File: src/include/cr_params.svh
`ifndef CR_PARAMS_SVH
`define CR_PARAMS_SVH

// Hardware threads in this core
`define CR_THREADS 4

// External interrupt request lines
`define CR_NUM_INTERRUPTS 16

// Address space ID width
`define CR_ASID_WIDTH 8

// Queue depths, also the initial credit counts on each side
`define CR_REQ_DEPTH 4
`define CR_RSP_DEPTH 4

// Core number, reported in the upper bits of THREAD_ID
`define CR_CORE_ID 2

`endif

File: src/design/cr_pkg.sv
`include "cr_params.svh"

package cr_pkg;
    typedef logic [31:0] scalar_t;
    typedef logic [$clog2(`CR_THREADS) - 1:0] thread_idx_t;
    typedef logic [3:0] subcycle_t;

    typedef enum logic [3:0] {
        TT_RESET, TT_ILLEGAL, TT_INTERRUPT,
        TT_TLB_MISS, TT_PAGE_FAULT, TT_SYSCALL
    } trap_type_t;

    typedef struct packed {
        logic is_store;
        logic is_cache_control;
        trap_type_t trap_type;
    } trap_cause_t;

    localparam trap_cause_t TRAP_CAUSE_RESET = '{
        is_store: 1'b0,
        is_cache_control: 1'b0,
        trap_type: TT_RESET
    };

    typedef enum logic [4:0] {
        CR_THREAD_ID = 5'd0, CR_TRAP_HANDLER = 5'd1, CR_TRAP_PC = 5'd2,
        CR_TRAP_CAUSE = 5'd3, CR_FLAGS = 5'd4, CR_TRAP_ADDRESS = 5'd5,
        CR_CYCLE_COUNT = 5'd6, CR_TLB_MISS_HANDLER = 5'd7, CR_SAVED_FLAGS = 5'd8,
        CR_CURRENT_ASID = 5'd9, CR_PAGE_DIR = 5'd10, CR_SCRATCHPAD0 = 5'd11,
        CR_SCRATCHPAD1 = 5'd12, CR_SUBCYCLE = 5'd13, CR_INTERRUPT_MASK = 5'd14,
        CR_INTERRUPT_ACK = 5'd15, CR_INTERRUPT_PENDING = 5'd16,
        CR_INTERRUPT_TRIGGER = 5'd17
    } control_register_t;

    typedef struct packed {
        logic write;
        thread_idx_t thread;
        control_register_t index;
        scalar_t value;
    } creg_req_t;

    typedef struct packed {
        thread_idx_t thread;
        control_register_t index;
        scalar_t data;
    } creg_rsp_t;

    typedef struct packed {
        thread_idx_t thread;
        trap_cause_t cause;
        scalar_t pc;
        scalar_t access_addr;
        subcycle_t subcycle;
    } trap_event_t;

    // Bit 2 supervisor, bit 1 MMU, bit 0 interrupts
    typedef struct packed {
        logic supervisor;
        logic mmu_en;
        logic interrupt_en;
    } flags_t;
endpackage

File: src/design/credit_fifo.sv
`timescale 1ns/1ps

module credit_fifo #(
    parameter type payload_t = logic [31:0],
    parameter int DEPTH = 4
) (
    input                 clk,
    input                 reset,
    input                 push,
    input payload_t       push_data,
    input                 pop,
    output payload_t      pop_data,
    output logic          not_empty,
    output logic          full,
    output logic          credit_return
);
    localparam int PTR_W = DEPTH > 1 ? $clog2(DEPTH) : 1;
    localparam int CNT_W = $clog2(DEPTH + 1);

    payload_t entries[DEPTH];
    logic [PTR_W - 1:0] rd_ptr;
    logic [PTR_W - 1:0] wr_ptr;
    logic [CNT_W - 1:0] count;
    logic do_push;
    logic do_pop;

    assign do_push = push && !full;
    assign do_pop = pop && not_empty;
    assign not_empty = count != '0;
    assign full = count == CNT_W'(DEPTH);
    assign pop_data = entries[rd_ptr];

    always_ff @(posedge clk)
    begin
        if (do_push)
            entries[wr_ptr] <= push_data;
    end

    always_ff @(posedge clk, posedge reset)
    begin
        if (reset)
        begin
            rd_ptr <= '0;
            wr_ptr <= '0;
            count <= '0;
            credit_return <= 1'b0;
        end
        else
        begin
            // Pointers wrap at DEPTH, which need not be a power of two
            if (do_push)
                wr_ptr <= wr_ptr == PTR_W'(DEPTH - 1) ? '0 : wr_ptr + 1'b1;
            if (do_pop)
                rd_ptr <= rd_ptr == PTR_W'(DEPTH - 1) ? '0 : rd_ptr + 1'b1;
            count <= count + CNT_W'(do_push) - CNT_W'(do_pop);
            credit_return <= do_pop;
        end
    end
endmodule

File: src/design/interrupt_controller.sv
`timescale 1ns/1ps
`include "cr_params.svh"

module interrupt_controller
    import cr_pkg::*;
(
    input                                   clk,
    input                                   reset,
    input [`CR_NUM_INTERRUPTS - 1:0]        interrupt_req,
    input                                   wr_en,
    input thread_idx_t                      wr_thread,
    input control_register_t                wr_index,
    input scalar_t                          wr_val,
    output logic [`CR_THREADS - 1:0]        interrupt_pending,
    output logic [`CR_NUM_INTERRUPTS - 1:0] pending_bits[`CR_THREADS],
    output logic [`CR_NUM_INTERRUPTS - 1:0] mask_bits[`CR_THREADS],
    output logic [`CR_NUM_INTERRUPTS - 1:0] trigger_type
);
    localparam int N = `CR_NUM_INTERRUPTS;

    logic [N - 1:0] req_prev;
    logic [N - 1:0] req_edge;
    logic [N - 1:0] edge_latched[`CR_THREADS];
    logic [N - 1:0] wr_bits;
    logic [`CR_THREADS - 1:0] ack_sel;

    assign wr_bits = wr_val[N - 1:0];
    assign req_edge = interrupt_req & ~req_prev;

    always_comb
    begin
        for (int t = 0; t < `CR_THREADS; t++)
        begin
            ack_sel[t] = wr_en && wr_index == CR_INTERRUPT_ACK
                && wr_thread == thread_idx_t'(t);
            // Trigger type 1 follows the level, 0 uses the edge latch
            pending_bits[t] = (trigger_type & interrupt_req)
                | (~trigger_type & edge_latched[t]);
            interrupt_pending[t] = |(pending_bits[t] & mask_bits[t]);
        end
    end

    always_ff @(posedge clk, posedge reset)
    begin
        if (reset)
        begin
            req_prev <= '0;
            trigger_type <= '0;
            for (int t = 0; t < `CR_THREADS; t++)
            begin
                edge_latched[t] <= '0;
                mask_bits[t] <= '0;
            end
        end
        else
        begin
            req_prev <= interrupt_req;
            if (wr_en && wr_index == CR_INTERRUPT_TRIGGER)
                trigger_type <= wr_bits;
            if (wr_en && wr_index == CR_INTERRUPT_MASK)
                mask_bits[wr_thread] <= wr_bits;

            // Every thread sees the same edges, acks are per thread
            for (int t = 0; t < `CR_THREADS; t++)
                edge_latched[t] <= (edge_latched[t] & ~(wr_bits & {N{ack_sel[t]}})) | req_edge;
        end
    end
endmodule

File: src/design/trap_state.sv
`timescale 1ns/1ps
`include "cr_params.svh"

module trap_state
    import cr_pkg::*;
(
    input                       clk,
    input                       reset,
    input                       trap_valid,
    input trap_event_t          trap,
    input                       eret_valid,
    input thread_idx_t          eret_thread,
    input                       wr_en,
    input thread_idx_t          wr_thread,
    input control_register_t    wr_index,
    input scalar_t              wr_val,
    output flags_t              flags[`CR_THREADS],
    output flags_t              saved_flags[`CR_THREADS],
    output scalar_t             eret_address[`CR_THREADS],
    output trap_cause_t         trap_cause[`CR_THREADS],
    output scalar_t             trap_address[`CR_THREADS],
    output subcycle_t           subcycle[`CR_THREADS],
    output scalar_t             scratchpad0[`CR_THREADS],
    output scalar_t             scratchpad1[`CR_THREADS]
);
    // Everything saved per nesting level
    typedef struct packed {
        trap_cause_t cause;
        scalar_t pc;
        scalar_t access_addr;
        flags_t flags;
        subcycle_t subcycle;
        scalar_t scratchpad0;
        scalar_t scratchpad1;
    } trap_level_t;

    // Threads come out of reset in supervisor mode with the MMU off
    localparam flags_t RESET_FLAGS = '{supervisor: 1'b1, mmu_en: 1'b0, interrupt_en: 1'b0};
    localparam trap_level_t RESET_LEVEL = '{
        cause: TRAP_CAUSE_RESET,
        pc: '0,
        access_addr: '0,
        flags: RESET_FLAGS,
        subcycle: '0,
        scratchpad0: '0,
        scratchpad1: '0
    };

    // Level 0 is the live trap context, level 1 the one it interrupted
    trap_level_t level[2][`CR_THREADS];

    always_comb
    begin
        for (int t = 0; t < `CR_THREADS; t++)
        begin
            saved_flags[t] = level[0][t].flags;
            eret_address[t] = level[0][t].pc;
            trap_cause[t] = level[0][t].cause;
            trap_address[t] = level[0][t].access_addr;
            subcycle[t] = level[0][t].subcycle;
            scratchpad0[t] = level[0][t].scratchpad0;
            scratchpad1[t] = level[0][t].scratchpad1;
        end
    end

    always_ff @(posedge clk, posedge reset)
    begin
        if (reset)
        begin
            for (int t = 0; t < `CR_THREADS; t++)
            begin
                flags[t] <= RESET_FLAGS;
                level[0][t] <= RESET_LEVEL;
                level[1][t] <= RESET_LEVEL;
            end
        end
        else
        begin
            if (trap_valid)
            begin
                level[1][trap.thread] <= level[0][trap.thread];
                level[0][trap.thread].cause <= trap.cause;
                level[0][trap.thread].pc <= trap.pc;
                level[0][trap.thread].access_addr <= trap.access_addr;
                level[0][trap.thread].flags <= flags[trap.thread];
                level[0][trap.thread].subcycle <= trap.subcycle;

                // Enter the handler in supervisor mode with interrupts off
                flags[trap.thread].supervisor <= 1'b1;
                flags[trap.thread].interrupt_en <= 1'b0;
                if (trap.cause.trap_type == TT_TLB_MISS)
                    flags[trap.thread].mmu_en <= 1'b0;
            end
            else if (eret_valid)
            begin
                flags[eret_thread] <= level[0][eret_thread].flags;
                level[0][eret_thread] <= level[1][eret_thread];
            end

            // Placed last so a write beats a trap on the same field
            if (wr_en)
            begin
                case (wr_index)
                    CR_FLAGS:       flags[wr_thread] <= flags_t'(wr_val[2:0]);
                    CR_SAVED_FLAGS: level[0][wr_thread].flags <= flags_t'(wr_val[2:0]);
                    CR_TRAP_PC:     level[0][wr_thread].pc <= wr_val;
                    CR_SCRATCHPAD0: level[0][wr_thread].scratchpad0 <= wr_val;
                    CR_SCRATCHPAD1: level[0][wr_thread].scratchpad1 <= wr_val;
                    CR_SUBCYCLE:    level[0][wr_thread].subcycle <= subcycle_t'(wr_val);
                    default:
                        ;
                endcase
            end
        end
    end
endmodule

File: src/design/creg_access.sv
`timescale 1ns/1ps
`include "cr_params.svh"

module creg_access
    import cr_pkg::*;
(
    input                                   clk,
    input                                   reset,
    input                                   req_not_empty,
    input creg_req_t                        req_head,
    input                                   rsp_full,
    output logic                            req_pop,
    output logic                            rsp_push,
    output creg_rsp_t                       rsp_data,
    output logic                            wr_en,
    output thread_idx_t                     wr_thread,
    output control_register_t               wr_index,
    output scalar_t                         wr_val,
    input flags_t                           flags[`CR_THREADS],
    input flags_t                           saved_flags[`CR_THREADS],
    input scalar_t                          eret_address[`CR_THREADS],
    input trap_cause_t                      trap_cause[`CR_THREADS],
    input scalar_t                          trap_address[`CR_THREADS],
    input subcycle_t                        subcycle[`CR_THREADS],
    input scalar_t                          scratchpad0[`CR_THREADS],
    input scalar_t                          scratchpad1[`CR_THREADS],
    input [`CR_NUM_INTERRUPTS - 1:0]        pending_bits[`CR_THREADS],
    input [`CR_NUM_INTERRUPTS - 1:0]        mask_bits[`CR_THREADS],
    input [`CR_NUM_INTERRUPTS - 1:0]        trigger_type,
    output logic [`CR_ASID_WIDTH - 1:0]     current_asid[`CR_THREADS],
    output scalar_t                         trap_handler,
    output scalar_t                         tlb_miss_handler
);
    scalar_t cycle_count;
    scalar_t page_dir[`CR_THREADS];
    scalar_t read_val;
    logic read_stall;

    // A read needs a free response slot, counting the one still being pushed
    assign read_stall = !req_head.write && (rsp_full || rsp_push);
    assign req_pop = req_not_empty && !read_stall;
    assign wr_en = req_pop && req_head.write;
    assign wr_thread = req_head.thread;
    assign wr_index = req_head.index;
    assign wr_val = req_head.value;

    always_comb
    begin
        case (wr_index)
            CR_FLAGS:             read_val = scalar_t'(flags[wr_thread]);
            CR_SAVED_FLAGS:       read_val = scalar_t'(saved_flags[wr_thread]);
            CR_THREAD_ID:
                read_val = (scalar_t'(`CR_CORE_ID) << $bits(thread_idx_t)) | scalar_t'(wr_thread);
            CR_TRAP_PC:           read_val = eret_address[wr_thread];
            CR_TRAP_CAUSE:        read_val = scalar_t'(trap_cause[wr_thread]);
            CR_TRAP_ADDRESS:      read_val = trap_address[wr_thread];
            CR_TRAP_HANDLER:      read_val = trap_handler;
            CR_TLB_MISS_HANDLER:  read_val = tlb_miss_handler;
            CR_CYCLE_COUNT:       read_val = cycle_count;
            CR_SCRATCHPAD0:       read_val = scratchpad0[wr_thread];
            CR_SCRATCHPAD1:       read_val = scratchpad1[wr_thread];
            CR_SUBCYCLE:          read_val = scalar_t'(subcycle[wr_thread]);
            CR_CURRENT_ASID:      read_val = scalar_t'(current_asid[wr_thread]);
            CR_PAGE_DIR:          read_val = page_dir[wr_thread];
            CR_INTERRUPT_MASK:    read_val = scalar_t'(mask_bits[wr_thread]);
            CR_INTERRUPT_TRIGGER: read_val = scalar_t'(trigger_type);
            CR_INTERRUPT_PENDING: read_val = scalar_t'(pending_bits[wr_thread]);
            default:              read_val = '1;
        endcase
    end

    always_ff @(posedge clk)
    begin
        if (req_pop && !req_head.write)
            rsp_data <= '{thread: wr_thread, index: wr_index, data: read_val};
    end

    always_ff @(posedge clk, posedge reset)
    begin
        if (reset)
        begin
            cycle_count <= '0;
            trap_handler <= '0;
            tlb_miss_handler <= '0;
            rsp_push <= 1'b0;
            for (int t = 0; t < `CR_THREADS; t++)
            begin
                current_asid[t] <= '0;
                page_dir[t] <= '0;
            end
        end
        else
        begin
            cycle_count <= cycle_count + 1'b1;
            rsp_push <= req_pop && !req_head.write;
            if (wr_en)
            begin
                case (wr_index)
                    CR_TRAP_HANDLER:     trap_handler <= wr_val;
                    CR_TLB_MISS_HANDLER: tlb_miss_handler <= wr_val;
                    CR_CURRENT_ASID:     current_asid[wr_thread] <= wr_val[`CR_ASID_WIDTH - 1:0];
                    CR_PAGE_DIR:         page_dir[wr_thread] <= wr_val;
                    default:
                        ;
                endcase
            end
        end
    end
endmodule

File: src/design/control_registers_top.sv
`timescale 1ns/1ps
`include "cr_params.svh"

module control_registers_top
    import cr_pkg::*;
(
    input                                   clk,
    input                                   reset,
    input                                   req_valid,
    input creg_req_t                        req,
    output logic                            req_credit,
    output logic                            rsp_valid,
    output creg_rsp_t                       rsp,
    input                                   rsp_credit,
    input                                   trap_valid,
    input trap_event_t                      trap,
    input                                   eret_valid,
    input thread_idx_t                      eret_thread,
    input [`CR_NUM_INTERRUPTS - 1:0]        interrupt_req,
    output logic [`CR_THREADS - 1:0]        interrupt_pending,
    output flags_t                          flags[`CR_THREADS],
    output scalar_t                         eret_address[`CR_THREADS],
    output logic [`CR_ASID_WIDTH - 1:0]     current_asid[`CR_THREADS],
    output scalar_t                         trap_handler,
    output scalar_t                         tlb_miss_handler
);
    localparam int CREDIT_W = $clog2(`CR_RSP_DEPTH + 1);

    creg_req_t req_head;
    logic req_not_empty;
    logic req_pop;
    creg_rsp_t rsp_data;
    creg_rsp_t rsp_head;
    logic rsp_push;
    logic rsp_not_empty;
    logic rsp_full;
    logic rsp_pop;
    logic [CREDIT_W - 1:0] rsp_credits;
    logic wr_en;
    thread_idx_t wr_thread;
    control_register_t wr_index;
    scalar_t wr_val;
    flags_t saved_flags[`CR_THREADS];
    trap_cause_t trap_cause[`CR_THREADS];
    scalar_t trap_address[`CR_THREADS];
    subcycle_t subcycle[`CR_THREADS];
    scalar_t scratchpad0[`CR_THREADS];
    scalar_t scratchpad1[`CR_THREADS];
    logic [`CR_NUM_INTERRUPTS - 1:0] pending_bits[`CR_THREADS];
    logic [`CR_NUM_INTERRUPTS - 1:0] mask_bits[`CR_THREADS];
    logic [`CR_NUM_INTERRUPTS - 1:0] trigger_type;

    credit_fifo #(.payload_t(creg_req_t), .DEPTH(`CR_REQ_DEPTH)) req_queue (
        .clk, .reset, .push(req_valid), .push_data(req), .pop(req_pop),
        .pop_data(req_head), .not_empty(req_not_empty), .full(),
        .credit_return(req_credit));

    // Registered pop strobe of the response queue is the response valid
    credit_fifo #(.payload_t(creg_rsp_t), .DEPTH(`CR_RSP_DEPTH)) rsp_queue (
        .clk, .reset, .push(rsp_push), .push_data(rsp_data), .pop(rsp_pop),
        .pop_data(rsp_head), .not_empty(rsp_not_empty), .full(rsp_full),
        .credit_return(rsp_valid));

    creg_access creg_access_i (.*);

    trap_state trap_state_i (.*);

    interrupt_controller interrupt_controller_i (.*);

    // Send only while the receiver has room
    assign rsp_pop = rsp_not_empty && rsp_credits != '0;

    always_ff @(posedge clk)
    begin
        if (rsp_pop)
            rsp <= rsp_head;
    end

    always_ff @(posedge clk, posedge reset)
    begin
        if (reset)
            rsp_credits <= CREDIT_W'(`CR_RSP_DEPTH);
        else
            rsp_credits <= rsp_credits + CREDIT_W'(rsp_credit) - CREDIT_W'(rsp_pop);
    end
endmodule

File: config.mk
export PLATFORM = sky130hd
export DESIGN_NAME = control_registers_top
export DESIGN_NICKNAME = d
export VERILOG_FILES = /design/src/design/cr_pkg.sv /design/src/design/credit_fifo.sv /design/src/design/interrupt_controller.sv /design/src/design/trap_state.sv /design/src/design/creg_access.sv /design/src/design/control_registers_top.sv
export VERILOG_INCLUDE_DIRS = /design/src /design/src/include
export SDC_FILE = /design/constraint.sdc
export NUM_CORES = 2
export LEC_CHECK = 0
export ABC_AREA = 0
export BUFFER_PORTS_ARGS = -buffer_cell sky130_fd_sc_hd__buf_2
export CORE_ASPECT_RATIO = 1.5
export CORE_UTILIZATION = 40
export DETAILED_ROUTE_END_ITERATION = 6
export MAX_ROUTING_LAYER = met4
export PLACE_DENSITY = 0.61
export SLEW_MARGIN = 10
export SYNTH_ARGS = -nofsm -noshare
export SYNTH_HDL_FRONTEND = slang
export SYNTH_SLANG_ARGS = --single-unit
File: constraint.sdc
create_clock -name clk -period 60.8 [get_ports clk]
set_input_delay 12.16 -clock clk [delete_from_list [all_inputs] [get_ports clk]]
set_output_delay 12.16 -clock clk [all_outputs]
set_load 0.03 [all_outputs]
# After elaboration in Yosys (flattened, before gate mapping)
# Memories as Yosys holds them, arrays and structs flattened. A register that Yosys moved wholly into a read port is not among the register bits.
# Index checks and enable logic that the tools add are counted.
dict set report op_classes {
  n_addsub 11
  order_cmp 6
  n_eq_ne 27
  mux 126
  n_bitwise 35
  n_reduce_logical 37
}
# cell n
set op_table {}
lappend op_table {{$bwmux 564} 12}
lappend op_table {{$demux 141 s2} 12}
lappend op_table {{$pmux 564 s5} 1}
lappend op_table {{$mux 564} 3}
lappend op_table {{$mux 141} 7}
lappend op_table {{$bmux 141 s2} 3}
lappend op_table {{$pmux 32 s17} 1}
lappend op_table {{$mux 32} 12}
lappend op_table {{$bmux 32 s2} 5}
lappend op_table {{$and 16x16->16} 18}
lappend op_table {{$mux 71} 4}
lappend op_table {{$mux 135} 2}
lappend op_table {{$mux 68} 2}
lappend op_table {{$bwmux 128} 1}
lappend op_table {{$or 16x16->16} 8}
lappend op_table {{$mux 103} 1}
lappend op_table {{$not 16->16} 6}
lappend op_table {{$mux 16} 5}
lappend op_table {{$bmux 16 s2} 2}
lappend op_table {{$bwmux 64} 1}
lappend op_table {{$demux 32 s2} 1}
lappend op_table {{$mux 64} 1}
lappend op_table {{$reduce_or 16->1} 4}
lappend op_table {{$bwmux 12} 5}
lappend op_table {{other kinds (38)} 125}
dict set report totals {
  regBits 1615
  ramBits 316
  output_inout_bits 281
  wordCells 378
  n_memories 2
}
# name words width read_ports rd_clocked_by_memory_dff write_ports line_no
set memory_table {}
lappend memory_table {req_queue.entries 4 40 1 0 1 credit_fifo.sv:20} ;# payload_t entries[DEPTH];
lappend memory_table {rsp_queue.entries 4 39 1 1 1 credit_fifo.sv:20}

# Logic depth before layout (Yosys ltp)
dict set report logic_depth {
  word_depth 14
  depth_mapped 15
  mapped_depth_nobuf 9
}

# By module
# A second synthesis with hierarchy kept.
dict set report unflattened {
  hier_cells 8021
  area_unflattened_um2 93030.5
}
# mod instances cells_per_inst area_each_um2
set modules_own_cells {}
lappend modules_own_cells {trap_state 1 5740 53769.1}
lappend modules_own_cells {creg_access 1 1266 18534.0}
lappend modules_own_cells {interrupt_controller 1 467 6969.2}
lappend modules_own_cells {{credit_fifo at req_queue} 1 250 6268.5}
lappend modules_own_cells {{credit_fifo at rsp_queue} 1 246 6144.6}
lappend modules_own_cells {control_registers_top 1 52 1345.0}

# Worst setup path before layout
# No wires, ideal clock.
dict set report synth_path {
  kind {in2out}
  start {input port interrupt_req[4]}
  end {output port interrupt_pending[2]}
  arrival_ps 13362
  required_ps 48640
  setup_slack_ps 35278
  path_stages 6
  path_buffers 0
  path_cell_list {nand2_1 > o21ai_0 > a22o_1 > a221oi_1 > nand4_1 > or3_1}
}
dict set report synth_via {
  elab_chain_cells 4
}
# element line_no
set synth_lines {}
lappend synth_lines {{start: declaration} control_registers_top.sv:19} ;# input [`CR_NUM_INTERRUPTS - 1:0] interrupt_req,
lappend synth_lines {{$and 16x16->16} interrupt_controller.sv:37} ;# pending_bits[t] = (trigger_type & interrupt_req)
lappend synth_lines {{$or 16x16->16} interrupt_controller.sv:38} ;# | (~trigger_type & edge_latched[t]);
lappend synth_lines {{$and 16x16->16} interrupt_controller.sv:39} ;# interrupt_pending[t] = |(pending_bits[t] & mask_bits[t]);
lappend synth_lines {{$reduce_or 16->1} interrupt_controller.sv:39}
lappend synth_lines {{end: declaration} control_registers_top.sv:20} ;# output logic [`CR_THREADS - 1:0] interrupt_pending,
# No other way between the ends.

# Final worst setup path
dict set report layout_path {
  start {input port interrupt_req[5]}
  end {output port interrupt_pending[0]}
}
# The elaborated chain is that of the path after synthesis.

==> impl_metrics.toml <==
[finish]
nFillCells = 20700
synthToLayoutAreaGrowth_pct = 11.4
multi_input_area_mm2 = 0.0348
final_common_cell = "nand2_1"
fin_nets = 8865
final_cell_mix = "2959 x nand2_1, 1559 x dfrtp_1, 432 x o21ai_0, 430 x nor2_1, 418 x buf_2"
register_area_mm2 = 0.0513
layout-drive-gt1-share_pct = 14.8

[floorplanning]
row_count = 212
dieArea_mm2 = 0.226
io_pins = 421
start_util_pct = 40.3
coreArea_mm2 = 0.223
fp.dieW_um = 388
die_h_um = 582

[placed_design]
place_congestion = 0.986
dp_slack_ns = 34.71
numPortBuffers = 420
place_hpwl_um = 215000

[sta]
maxSlewHeadroom_pct = 10.5
fin_crit_sh_pct = 43.0
worstMarginPinSlew_ns = 1.34
setup_slack_ns = 34.68
setup_tns_ns = 0
hold_viol = 0
setup_viol = 0
period_needed_ns = 26.12
rsz0062_at_grt = "false"
final_max_slew_viol_count = 0
clock.fmax_mhz = 38.3
skew_ns = 0.0811

[flow_run]
drv_cap = 0

[cts]
cts-resized-gates = 0
cts_hold_buf = 0
cts_tree = "done"
root_buffer = "clkbuf_16"
post_cts_buffers = 0
worst_skew_pair.late_latency_ns = 0.89
clk_path_buf_depth = 4
ctsHtreeMaxLevel = 4
cts_buffers = 199
cts_sinks = 1970
path_clk_slew_ns = 0.06

[routing]
num_vias = 70100
wl_um = 335000
dr.pass1.iters = 6
post_drt_wl_per_cell_um = 28.5
viasPerCell = 5.96
drc = 0
ant_nets = 0
first_iter_violations = 8020

[setup_path]
cp.arrival_ns = 13.96
path_cells = "buf_2, and2_1, o21ai_0, nand4_1, or4_1, buf_2"
required_ns = 48.64
max_stage_delay_ns = 0.68
critPathBufInv = 2
crit_path_top_delay_cell = "or4_1"
cpLargestDelayFamily = "simple AND/OR/NAND/NOR gates"
cp-end-kind = "output port"
start_kind = "input port"
path_max_fanout = 5
cpMostUsedCell = "buf_2"
critPathKind = "in2out"

[yosys]
synth_fa_ha_area_share_pct = 0.304
ys_warn_count = 0
synth_ff_type = "dfrtp_1"
ys_ff_latch = 1970
ys_seq_area_share_pct = 57.2
synthArstFlopShare_pct = 80.0
synth_edf_count = 394
synth_cells = 8691
ys_types = 73
synth-xor-area-share_pct = 0.362
synth.mux.area_fraction_pct = 10.9
syn_nets = 8851
synth_compound_area_share_pct = 10.1
synth_top_family_by_area = "simple AND/OR/NAND/NOR gates"
synthSimpleGateAreaFrac_pct = 16.8
avgSynthCellArea_um2 = 10.3
synth_area_mm2 = 0.0896

[power_and_ir_drop]
p_leak_nw = 43.0
power.density_mw_per_mm2 = 53.4
vdd_drop_max_mv = 0.0343

[global_route]
grt.overflow.total = 0
grt_max_degree = 197
grt_pass1_wl_um = 488000
grt_use_total_pct = 30.2
first_global_vias = 69800
antenna_found_initial = 43

[status]
outcome = "finished clean"

[hold_path]
hp-class = "reg2reg"
final cells by class:
cell class | instances | share of cell area, %
diodes | 32 | 0.0802
clock buffers | 276 | 5.70
clock inverters | 71 | 0.812
inverters | 55 | 0.229
multi-input cells | 5907 | 34.8
flip-flops and latches | 1970 | 51.4
well taps | 2889 | 3.62
repair buffers | 572 | 3.32
power breakdown:
group | switching, mW | internal (mW) | leakage, nW
sequential | 0.317 | 1.80 | 22.8
combinational | 1.35 | 0.606 | 17.0
clock | 0.543 | 0.713 | 3.19
kinds of logic (layout without fill, tap and decap cells):
group,count (synthesis),in the layout
and+or+nand+nor,3771,3771
DFF,1970,1970
AOI/OAI and AO/OA,1431,1431
buffers and inverters,814,974
muxes,648,648
xor gates and xnor gates,37,37
adders and majority gates,20,20
other,0,32
state kept, by name, indices dropped and copies added (netlist names), 39 cells and up:
signal / count
trap_state_i.eret_address: 128
trap_state_i.scratchpad0: 128
req_queue.entries: 160
rsp: 39
rsp_queue.entries: 156
creg_access_i.page_dir: 128
trap_state_i.scratchpad1: 128
trap_state_i.level: 564
creg_access_i.rsp_data: 39
interrupt_controller_i.edge_latched: 64
interrupt_controller_i.mask_bits: 64
trap_state_i.trap_address: 128
final timing paths:
kind | startpoint | endpoint | slack, ns | depth (start not counted)
setup / recovery | interrupt_req[5] | interrupt_pending[0] | 34.68 | 6
hold / removal | trap_state_i.level[493] | trap_state_i.level[493] | 0.47 | 2
setup reg to reg | req_queue.rd_ptr[0] | creg_access_i.rsp_data[8] | 54.92 | 10
hold reg to reg | trap_state_i.level[493] | trap_state_i.level[493] | 0.47 | 2
max in group asynchronous | reset | trap_state_i.level[196] | 44.25 | 7
min in group asynchronous | reset | rsp_queue.wr_ptr[1] | 11.45 | 2
per-stage QoR:
step / instances / hold slack (ns) / power (mW) / utilization, % / area, um^2
CTS: 11700 / 0.467 / 5.31 / 44.8 / 99700
global placement: 11400 / 0.448 / 4.00 / 41.9 / 93200
finish: 11800 / 0.466 / 5.33 / 44.8 / 99800
global route: 11800 / 0.479 / 5.54 / 44.8 / 99800
floorplan: 8691 / 0.437 / 3.26 / - / 89600
detailed placement: 11400 / 0.457 / 4.06 / 41.9 / 93200
cell usage after synthesis (all sizes together) (7+ instances only):
| master | count | area (um^2) |
|---|---|---|
| or3 | 7 | 43.8 |
| a311oi | 53 | 464 |
| and2 | 21 | 131 |
| nand2 | 2977 | 11200 |
| a222oi | 16 | 160 |
| nand4 | 46 | 288 |
| nand3 | 64 | 325 |
| and3 | 12 | 75.1 |
| edfxtp | 394 | 11800 |
| o21ai | 464 | 2320 |
| a221oi | 8 | 70.1 |
| mux4 | 237 | 5340 |
| o31ai | 145 | 1090 |
| inv | 55 | 206 |
| nor2b | 110 | 688 |
| xnor2 | 26 | 228 |
| a22oi | 75 | 563 |
| a21oi | 35 | 175 |
| o21a | 19 | 143 |
| a211oi | 68 | 510 |
| a22o | 11 | 96.3 |
| ha | 17 | 213 |
| a31oi | 266 | 1660 |
| mux2 | 126 | 1550 |
| nand2b | 26 | 163 |
| dfstp | 13 | 342 |
| nor3 | 23 | 130 |
| o211ai | 12 | 90.1 |
| dfrtp | 1563 | 39100 |
| nor2 | 449 | 1710 |
| buf | 328 | 2060 |
| clkbuf | 431 | 1620 |
| xor2 | 11 | 96.3 |
| mux2i | 285 | 2850 |
| o22a | 12 | 105 |
| o22ai | 228 | 1430 |
layer usage:
metal	wire length, um	GRT usage [%]	up-vias	part of all wire, %
li1	-	-	30000	-
met1	128000	37.3	35700	38
met2	155000	46.0	3631	46
met3	30800	6.64	820	9.2
met4	21200	17.0	0	6.3
met5	0	-	-	0
worst min-delay path: cells and delay by family, from the launching register on:
kind,cells,cell delay [ns]
simple gates,2,0.10
flops,1,0.37
Power figures use the tool's default switching activity.
